[config.mk]
export PLATFORM = sky130hd
export DESIGN_NAME = data_tx
export DESIGN_NICKNAME = d
export VERILOG_FILES = /design/src/hw/tx_pkg.sv /design/src/hw/tx_sequencer.sv /design/src/hw/line_fifo.sv /design/src/hw/frame_builder.sv /design/src/hw/data_tx.sv
export SDC_FILE = /design/constraint.sdc
export NUM_CORES = 1
export LEC_CHECK = 0
export ABC_AREA = 1
export BUFFER_PORTS_ARGS = -buffer_cell sky130_fd_sc_hd__buf_2
export CAP_MARGIN = 20
export CELL_PAD_IN_SITES_DETAIL_PLACEMENT = 1
export CELL_PAD_IN_SITES_GLOBAL_PLACEMENT = 2
export CORE_MARGIN = 8
export CORE_UTILIZATION = 30
export DETAILED_ROUTE_END_ITERATION = 12
export HOLD_SLACK_MARGIN = 0.12
export PLACE_DENSITY_LB_ADDON = 0.12
export SLEW_MARGIN = 20
export SYNTH_ARGS = -nofsm -noshare
export SYNTH_HDL_FRONTEND = slang
export SYNTH_SLANG_ARGS = --single-unit
[constraint.sdc]
create_clock -name sys_clk -period 7 [get_ports sys_clk]
set_input_delay 1.05 -clock sys_clk [delete_from_list [all_inputs] [get_ports sys_clk]]
set_output_delay 1.05 -clock sys_clk [all_outputs]
set_load 0.05 [all_outputs]
[src/hw/tx_pkg.sv]
package tx_pkg;

  // frame selection, also visible on the frame_type output
  typedef enum logic [1:0] {
    FRAME_NONE      = 2'd0,
    FRAME_TELEMETRY = 2'd1,
    FRAME_LIGHTDIAG = 2'd2,
    FRAME_STARDIAG  = 2'd3
  } frame_t;

  typedef logic [31:0] sram_word_t;
  typedef logic [15:0] link_word_t;

  // ----------------------------------------
  // sizes
  // ----------------------------------------
  localparam int ROW_W         = 11;
  localparam int ADDR_W        = 24;
  localparam int CNT_W         = 11;
  localparam int WORDS_PER_ROW = 8;
  localparam int LINK_PER_ROW  = 2 * WORDS_PER_ROW;
  localparam int FIFO_DEPTH    = 16;
  localparam int FIFO_PTR_W    = $clog2(FIFO_DEPTH);

  localparam logic [ROW_W-1:0] ROWS_TELEMETRY = 11'd2;
  localparam logic [ROW_W-1:0] ROWS_LIGHTDIAG = 11'd4;
  localparam logic [ROW_W-1:0] ROWS_STARDIAG  = 11'd3;

  localparam logic [ADDR_W-1:0] BASE_TELEMETRY = 24'h000000;
  localparam logic [ADDR_W-1:0] BASE_LIGHTDIAG = 24'h010000;
  localparam logic [ADDR_W-1:0] BASE_STARDIAG  = 24'h020000;

  // ----------------------------------------
  // link words and control flags
  // ----------------------------------------
  localparam link_word_t IDLE_WORD = 16'h50bc;
  localparam link_word_t SOF_WORD  = 16'hfbfb;
  localparam logic [1:0] CTRL_IDLE = 2'b01;
  localparam logic [1:0] CTRL_SOF  = 2'b11;
  localparam logic [1:0] CTRL_DATA = 2'b00;

  // rows per frame, zero for no frame
  function automatic logic [ROW_W-1:0] row_count(frame_t f);
    case (f)
      FRAME_TELEMETRY: return ROWS_TELEMETRY;
      FRAME_LIGHTDIAG: return ROWS_LIGHTDIAG;
      FRAME_STARDIAG:  return ROWS_STARDIAG;
      default:         return '0;
    endcase
  endfunction

  // sram start address of one row
  function automatic logic [ADDR_W-1:0] row_addr(frame_t f, logic [ROW_W-1:0] r);
    logic [ADDR_W-1:0] base;
    case (f)
      FRAME_LIGHTDIAG: base = BASE_LIGHTDIAG;
      FRAME_STARDIAG:  base = BASE_STARDIAG;
      default:         base = BASE_TELEMETRY;
    endcase
    return base + ADDR_W'(r) * ADDR_W'(WORDS_PER_ROW);
  endfunction

endpackage

[src/hw/tx_sequencer.sv]
`timescale 1ns/1ps

module tx_sequencer (
  input  logic                     sys_clk,
  input  logic                     reset,
  input  logic                     timing_telemetry,
  input  logic                     timing_lightdiag,
  input  logic                     timing_stardiag,
  input  logic                     read_done,
  output logic                     start_read,
  output logic [tx_pkg::ROW_W-1:0] row,
  output tx_pkg::frame_t           frame_type,
  output logic                     transmit_done
);

  // bit 0 telemetry, bit 1 light diag, bit 2 star diag
  logic [2:0] sync1;
  logic [2:0] sync2;
  logic [2:0] sync_q;
  logic [2:0] rise;

  // ----------------------------------------
  // strobe synchronizers and edge detect
  // ----------------------------------------
  always_ff @(posedge sys_clk)
  begin
    if (reset)
    begin
      sync1  <= '0;
      sync2  <= '0;
      sync_q <= '0;
    end
    else
    begin
      sync1  <= {timing_stardiag, timing_lightdiag, timing_telemetry};
      sync2  <= sync1;
      sync_q <= sync2;
    end
  end

  assign rise = sync2 & ~sync_q;

  // ----------------------------------------
  // frame select and row stepping
  // ----------------------------------------
  always_ff @(posedge sys_clk)
  begin
    if (reset)
    begin
      start_read    <= 1'b0;
      transmit_done <= 1'b0;
      row           <= '0;
      frame_type    <= tx_pkg::FRAME_NONE;
    end
    else
    begin
      start_read    <= 1'b0;
      transmit_done <= 1'b0;
      if (frame_type == tx_pkg::FRAME_NONE)
      begin
        // telemetry wins over light diag, light diag over star
        if (rise[0])
          frame_type <= tx_pkg::FRAME_TELEMETRY;
        else if (rise[1])
          frame_type <= tx_pkg::FRAME_LIGHTDIAG;
        else if (rise[2])
          frame_type <= tx_pkg::FRAME_STARDIAG;
        if (rise != 3'b000)
        begin
          row        <= '0;
          start_read <= 1'b1;
        end
      end
      else if (transmit_done)
        frame_type <= tx_pkg::FRAME_NONE;
      else if (read_done)
      begin
        if (row == tx_pkg::row_count(frame_type) - 11'd1)
          transmit_done <= 1'b1;
        else
        begin
          row        <= row + 11'd1;
          start_read <= 1'b1;
        end
      end
    end
  end

endmodule

[src/hw/line_fifo.sv]
`timescale 1ns/1ps

module line_fifo #(
  parameter type payload_t = tx_pkg::sram_word_t
) (
  input  logic     sys_clk,
  input  logic     reset,
  input  logic     wr_en,
  input  payload_t wdata,
  input  logic     rd_en,
  output payload_t dout,
  output logic     empty
);

  payload_t mem [tx_pkg::FIFO_DEPTH];

  logic [tx_pkg::FIFO_PTR_W-1:0] wr_ptr;
  logic [tx_pkg::FIFO_PTR_W-1:0] rd_ptr;
  logic [tx_pkg::FIFO_PTR_W:0]   count;
  logic                          full;
  logic                          do_wr;
  logic                          do_rd;

  assign full  = (count == tx_pkg::FIFO_DEPTH);
  assign empty = (count == '0);
  // writes into a full buffer are lost
  assign do_wr = wr_en && !full;
  assign do_rd = rd_en && !empty;

  // storage and registered read port
  always_ff @(posedge sys_clk)
  begin
    if (do_wr)
      mem[wr_ptr] <= wdata;
    if (do_rd)
      dout <= mem[rd_ptr];
  end

  // pointers wrap naturally, depth is a power of two
  always_ff @(posedge sys_clk)
  begin
    if (reset)
    begin
      wr_ptr <= '0;
      rd_ptr <= '0;
      count  <= '0;
    end
    else
    begin
      if (do_wr)
        wr_ptr <= wr_ptr + 1'b1;
      if (do_rd)
        rd_ptr <= rd_ptr + 1'b1;
      case ({do_wr, do_rd})
        2'b10:   count <= count + 1'b1;
        2'b01:   count <= count - 1'b1;
        default: count <= count;
      endcase
    end
  end

endmodule

[src/hw/frame_builder.sv]
`timescale 1ns/1ps

module frame_builder (
  input  logic                      sys_clk,
  input  logic                      reset,
  input  logic                      start_read,
  input  logic [tx_pkg::ROW_W-1:0]  row,
  input  tx_pkg::frame_t            frame_type,
  output logic                      read_done,
  output logic                      rd_req,
  output logic [tx_pkg::ADDR_W-1:0] sram_raddr,
  output logic                      rd_en,
  input  logic                      empty,
  input  tx_pkg::sram_word_t        fifo_data,
  output tx_pkg::link_word_t        tx_data,
  output logic [1:0]                tx_control,
  output logic [tx_pkg::CNT_W-1:0]  data_cnt
);

  // state names follow what the link or the sram port carries
  typedef enum logic [2:0] {ST_IDLE, ST_REQ, ST_SOF, ST_HDR, ST_PAYLOAD} state_t;

  state_t                                state;
  tx_pkg::frame_t                        frame_q;
  logic [tx_pkg::ROW_W-1:0]              row_q;
  logic [$clog2(tx_pkg::WORDS_PER_ROW):0] pop_cnt;
  logic [tx_pkg::CNT_W-1:0]              pay_cnt;
  logic                                  pop_q;
  logic                                  have_lo;
  tx_pkg::link_word_t                    lo_q;

  // ----------------------------------------
  // fifo pops
  // ----------------------------------------
  // at most one pop every other cycle, each word fills two link slots
  assign rd_en = (state == ST_HDR || state == ST_PAYLOAD) && !empty && !pop_q
                 && (pop_cnt < tx_pkg::WORDS_PER_ROW);

  always_ff @(posedge sys_clk)
  begin
    if (reset)
    begin
      pop_q   <= 1'b0;
      pop_cnt <= '0;
    end
    else
    begin
      pop_q <= rd_en;
      if (state == ST_IDLE)
        pop_cnt <= '0;
      else if (rd_en)
        pop_cnt <= pop_cnt + 1'b1;
    end
  end

  // low half waits one cycle behind the high half
  always_ff @(posedge sys_clk)
  begin
    if (pop_q)
      lo_q <= fifo_data[15:0];
  end

  // ----------------------------------------
  // row FSM and link output
  // ----------------------------------------
  always_ff @(posedge sys_clk)
  begin
    if (reset)
    begin
      state      <= ST_IDLE;
      rd_req     <= 1'b0;
      read_done  <= 1'b0;
      sram_raddr <= '0;
      frame_q    <= tx_pkg::FRAME_NONE;
      row_q      <= '0;
      pay_cnt    <= '0;
      have_lo    <= 1'b0;
      tx_data    <= tx_pkg::IDLE_WORD;
      tx_control <= tx_pkg::CTRL_IDLE;
      data_cnt   <= '0;
    end
    else
    begin
      // idle comma unless a state sends something
      rd_req     <= 1'b0;
      read_done  <= 1'b0;
      tx_data    <= tx_pkg::IDLE_WORD;
      tx_control <= tx_pkg::CTRL_IDLE;
      data_cnt   <= '0;
      case (state)
        ST_IDLE:
        begin
          if (start_read)
          begin
            rd_req     <= 1'b1;
            sram_raddr <= tx_pkg::row_addr(frame_type, row);
            frame_q    <= frame_type;
            row_q      <= row;
            pay_cnt    <= '0;
            have_lo    <= 1'b0;
            state      <= ST_REQ;
          end
        end
        ST_REQ:
        begin
          tx_data    <= tx_pkg::SOF_WORD;
          tx_control <= tx_pkg::CTRL_SOF;
          state      <= ST_SOF;
        end
        ST_SOF:
        begin
          tx_data    <= {frame_q, 3'b000, row_q};
          tx_control <= tx_pkg::CTRL_DATA;
          state      <= ST_HDR;
        end
        ST_HDR:
          state <= ST_PAYLOAD;
        ST_PAYLOAD:
        begin
          if (pay_cnt == tx_pkg::LINK_PER_ROW)
          begin
            read_done <= 1'b1;
            state     <= ST_IDLE;
          end
          else if (pop_q)
          begin
            tx_data    <= fifo_data[31:16];
            tx_control <= tx_pkg::CTRL_DATA;
            have_lo    <= 1'b1;
            pay_cnt    <= pay_cnt + 11'd1;
            data_cnt   <= pay_cnt + 11'd1;
          end
          else if (have_lo)
          begin
            tx_data    <= lo_q;
            tx_control <= tx_pkg::CTRL_DATA;
            have_lo    <= 1'b0;
            pay_cnt    <= pay_cnt + 11'd1;
            data_cnt   <= pay_cnt + 11'd1;
          end
          // otherwise fifo ran dry, stay here on idle commas
        end
        default:
          state <= ST_IDLE;
      endcase
    end
  end

endmodule

[src/hw/data_tx.sv]
`timescale 1ns/1ps

module data_tx (
  input  logic                      sys_clk,
  input  logic                      reset,
  input  logic                      timing_telemetry,
  input  logic                      timing_lightdiag,
  input  logic                      timing_stardiag,
  input  logic                      fifo_wr_en,
  input  tx_pkg::sram_word_t        fifo_wdata,
  output logic                      transmit_done,
  output tx_pkg::link_word_t        tx_data,
  output logic [1:0]                tx_control,
  output logic [tx_pkg::CNT_W-1:0]  data_cnt,
  output tx_pkg::frame_t            frame_type,
  output logic                      rd_req,
  output logic [tx_pkg::ADDR_W-1:0] sram_raddr
);

  logic                     start_read;
  logic [tx_pkg::ROW_W-1:0] row;
  logic                     read_done;
  logic                     rd_en;
  logic                     empty;
  tx_pkg::sram_word_t       fifo_dout;

  // frame and row control
  tx_sequencer u_sequencer (
    .sys_clk          (sys_clk),
    .reset            (reset),
    .timing_telemetry (timing_telemetry),
    .timing_lightdiag (timing_lightdiag),
    .timing_stardiag  (timing_stardiag),
    .read_done        (read_done),
    .start_read       (start_read),
    .row              (row),
    .frame_type       (frame_type),
    .transmit_done    (transmit_done)
  );

  // sram words for the current row
  line_fifo #(
    .payload_t (tx_pkg::sram_word_t)
  ) u_line_fifo (
    .sys_clk (sys_clk),
    .reset   (reset),
    .wr_en   (fifo_wr_en),
    .wdata   (fifo_wdata),
    .rd_en   (rd_en),
    .dout    (fifo_dout),
    .empty   (empty)
  );

  // sram request and link serializer
  frame_builder u_builder (
    .sys_clk    (sys_clk),
    .reset      (reset),
    .start_read (start_read),
    .row        (row),
    .frame_type (frame_type),
    .read_done  (read_done),
    .rd_req     (rd_req),
    .sram_raddr (sram_raddr),
    .rd_en      (rd_en),
    .empty      (empty),
    .fifo_data  (fifo_dout),
    .tx_data    (tx_data),
    .tx_control (tx_control),
    .data_cnt   (data_cnt)
  );

endmodule

==> results.sh <==
export IMPL_path_class="reg -> reg"
export IMPL_p_leak_uw=0.00976
export IMPL_tns_ns=0
export IMPL_die_h_um=311
export IMPL_grt_max_degree=188
export IMPL_cts_root_buffer="clkbuf_16"
export IMPL_avgSynthCellArea_um2=12.6
export IMPL_wire_per_inst_um=23.1
export IMPL_fmax_mhz=284
export IMPL_cts_repair_resize_count=0
export IMPL_first_pass_iters=4
export IMPL_core_region_area_mm2=0.0866
export IMPL_hpwl_um=39300
export IMPL_wl_um=77500
export IMPL_start_kind="register"
export IMPL_rsz0062_at_grt="false"
export IMPL_critPathMaxStageDelay_ns=0.74
export IMPL_place_congestion=0.734
export IMPL_vias=16400
export IMPL_grt_antenna_before_repair=8
export IMPL_setup_ws_ns=3.47
export IMPL_cp_top_family="simple AND/OR/NAND/NOR gates"
export IMPL_hold_path_class="reg -> reg"
export IMPL_drc=0
export IMPL_synth_top_cell_by_area="edfxtp_1"
export IMPL_r2r_slack_ns=3.47
export IMPL_worstMarginPinSlew_ns=0.968
export IMPL_synthesis_area_mm2=0.0262
export IMPL_cts_sink_count=663
export IMPL_dieWidth_um=311
export IMPL_cts_setup_buffers=0
export IMPL_initial_core_util_pct=30.2
export IMPL_clkLatencyLatePin_ns=0.61
export IMPL_hold_buffers=0
export IMPL_cts_tree="built"
export IMPL_ioPinCount=95
export IMPL_grt_pass1_wl_um=115000
export IMPL_layout_drive_gt1_share_pct=11.9
export IMPL_crit_chain="nor2_1 -> nand2_1 -> nand2_1 -> nand3_2 -> inv_2 -> ha_1 -> inv_1 -> fa_1 -> inv_1 -> nand2_1 -> nand2_1 -> a21oi_1 -> nor2_1 -> nor2_1 -> nand2_1 -> o21ai_0 -> nor2_1"
export IMPL_synth_cell_types=48
export IMPL_viasPerCell=4.88
export IMPL_grt_use_total_pct=15.7
export IMPL_cts_clk_slew_worst_paths_ns=0.06
export IMPL_ir_drop_mv=0.190
export IMPL_cp_slowest_cell="inv_2"
export IMPL_post_route_period_util_pct=50.4
export IMPL_drtIter0Drc=964
export IMPL_grt_ovfl_total=0
export IMPL_worstPathMaxFanout=40
export IMPL_synth_cells=2074
export IMPL_worstPathRequired_ns=7.54
export IMPL_finalCriticalPeriod_ns=3.53
export IMPL_die_area_mm2=0.0970
export IMPL_yosysTopAreaCellShare_pct=64.2
export IMPL_timing_critical_path_buf_inv=3
export IMPL_cp_end_kind="register"
export IMPL_syn_to_final_growth_pct=15.4
export IMPL_power_density_mw_per_mm2=296
export IMPL_final_nets=2195
export IMPL_report_final_setup_viol=0
export IMPL_port_buffers=83
export IMPL_arrival_ns=4.07
export IMPL_synth_flop_cell="edfxtp_1"
export IMPL_relSlewSlack_pct=35.5
export IMPL_crit_top_cell="nand2_1"
export IMPL_htree_levels=3
export IMPL_clock_skew_ns=0.0183
export IMPL_synth_edf_count=560
export IMPL_nFillCells=9222
export IMPL_synth_area_leaders="edfxtp_1 (64%), dfxtp_1 (7.9%), nor2_1 (5.3%)"
export IMPL_place_ws_ns=3.42
export IMPL_finalMaxSlewViolations=0
export IMPL_clockBufferDepth=3
export IMPL_status="finished, final reports clean"
export IMPL_drv_cap=0
export IMPL_synthMostInstantiatedCell="edfxtp_1"
export IMPL_ant_nets=0
export IMPL_rows=108
export IMPL_ys_top_cells_by_count="edfxtp_1 (560), nor2_1 (367), o21ai_0 (225)"
export IMPL_final_hold_viol_count=0
export IMPL_async_reset_ff_share_pct=0
export IMPL_numCtsBuffers=79
export IMPL_grt_pass1_vias=17000
export IMPL_synth_seq_cells=663
export IMPL_seq_area_frac_synth_pct=72.1
export IMPL_yosys_warnings=0
## tightest hold or removal path: stages (launching register included)
cell and delay [ns]:
dfxtp_1 0.29, inv_1 0.04, nor2_1 0.03
## sequential cells by signal, summed over array words and instances, names as in the netlist, 2 cells and up
name                    flops
u_line_fifo.count           5
u_builder.sram_raddr        3
u_builder.data_cnt         11
u_sequencer.sync_q          3
u_builder.pop_cnt           4
u_builder.tx_control        2
u_builder.tx_data          16
u_sequencer.sync2           3
u_builder.frame_q           2
u_builder.pay_cnt          11
u_line_fifo.rd_ptr          4
u_builder.row_q            10
u_builder.lo_q             16
u_line_fifo.mem           512
u_line_fifo.wr_ptr          4
u_line_fifo.dout           32
u_sequencer.frame_type      2
u_builder.state             3
u_sequencer.sync1           3
u_sequencer.row            11
## final timing paths
kind	start	endpoint	cells past startpoint
max	u_builder.state[0]	u_line_fifo.count[4]	17
min	u_sequencer.sync1[0]	u_sequencer.sync2[0]	2
max reg2reg	u_builder.state[0]	u_line_fifo.count[4]	17
min reg2reg	u_sequencer.sync1[0]	u_sequencer.sync2[0]	2
## layer usage
layer	GRT usage [%]	up-vias	share of wire, %
li1	-	7644	-
met1	21.0	8323	47
met2	25.8	269	47
met3	2.77	127	3.6
met4	4.76	8	2.8
met5	0	-	0.066
## metrics by stage
step / std cells / instance area (um^2) / total power, uW / util (%) / hold slack [ns]
floorplan: 2084 / 26200 / 4890 / - / 0.388
global placement: 3217 / 27800 / 5110 / 32.1 / 0.395
detailed placement: 3217 / 27800 / 5120 / 32.1 / 0.396
CTS: 3356 / 30200 / 9090 / 34.9 / 0.403
global route: 3356 / 30200 / 9280 / 34.9 / 0.422
finish: 3357 / 30200 / 8950 / 34.9 / 0.399
## kinds of logic after synthesis
family	Yosys count	synth area share, %
multiplexers	53	2.03
flip-flops	663	72.1
AO/OA/AOI/OAI	478	11.0
AND/OR/NAND/NOR	636	10.0
XOR/XNOR	12	0.401
adder cells (fa/ha/maj)	14	0.698
buffers and inverters	217	3.79
other	1	0.0143
## area by class of cell
class / instances / area, um^2 / share of cell area [%]
clock buffer: 105 / 2120 / 7.00
multi-input combinational: 1204 / 6470 / 21.4
sequential: 663 / 18900 / 62.5
antenna: 1 / 2.50 / 0.00828
inverter: 86 / 328 / 1.08
timing repair buffer: 109 / 648 / 2.14
clock inverter: 34 / 325 / 1.08
tap: 1155 / 1450 / 4.78
## cells in the final DEF (no fill, tap or decap), types with 13 or more instances in the layout
cell type  count
mux2i_1       53
nand2_1      167
clkbuf_16     80
buf_4         23
o21ai_0      225
nor2_1       351
a21oi_1       53
o21ai_1       34
nand3_1       54
edfxtp_1     560
ha_1          13
o211ai_1      76
clkbuf_1      23
clkinv_1      20
buf_2         83
o221ai_1      61
inv_1         77
nor2_4        16
dfxtp_1       99
## power by group
| part | switching [uW] | internal [uW] | total [uW] |
|---|---|---|---|
| logic | 463 | 137 | 600 |
| clock network | 1590 | 2340 | 3930 |
| registers | 45.9 | 4370 | 4420 |
| total | 2100 | 6850 | 8950 |
Note: power is estimated with default switching activity, not from simulation.
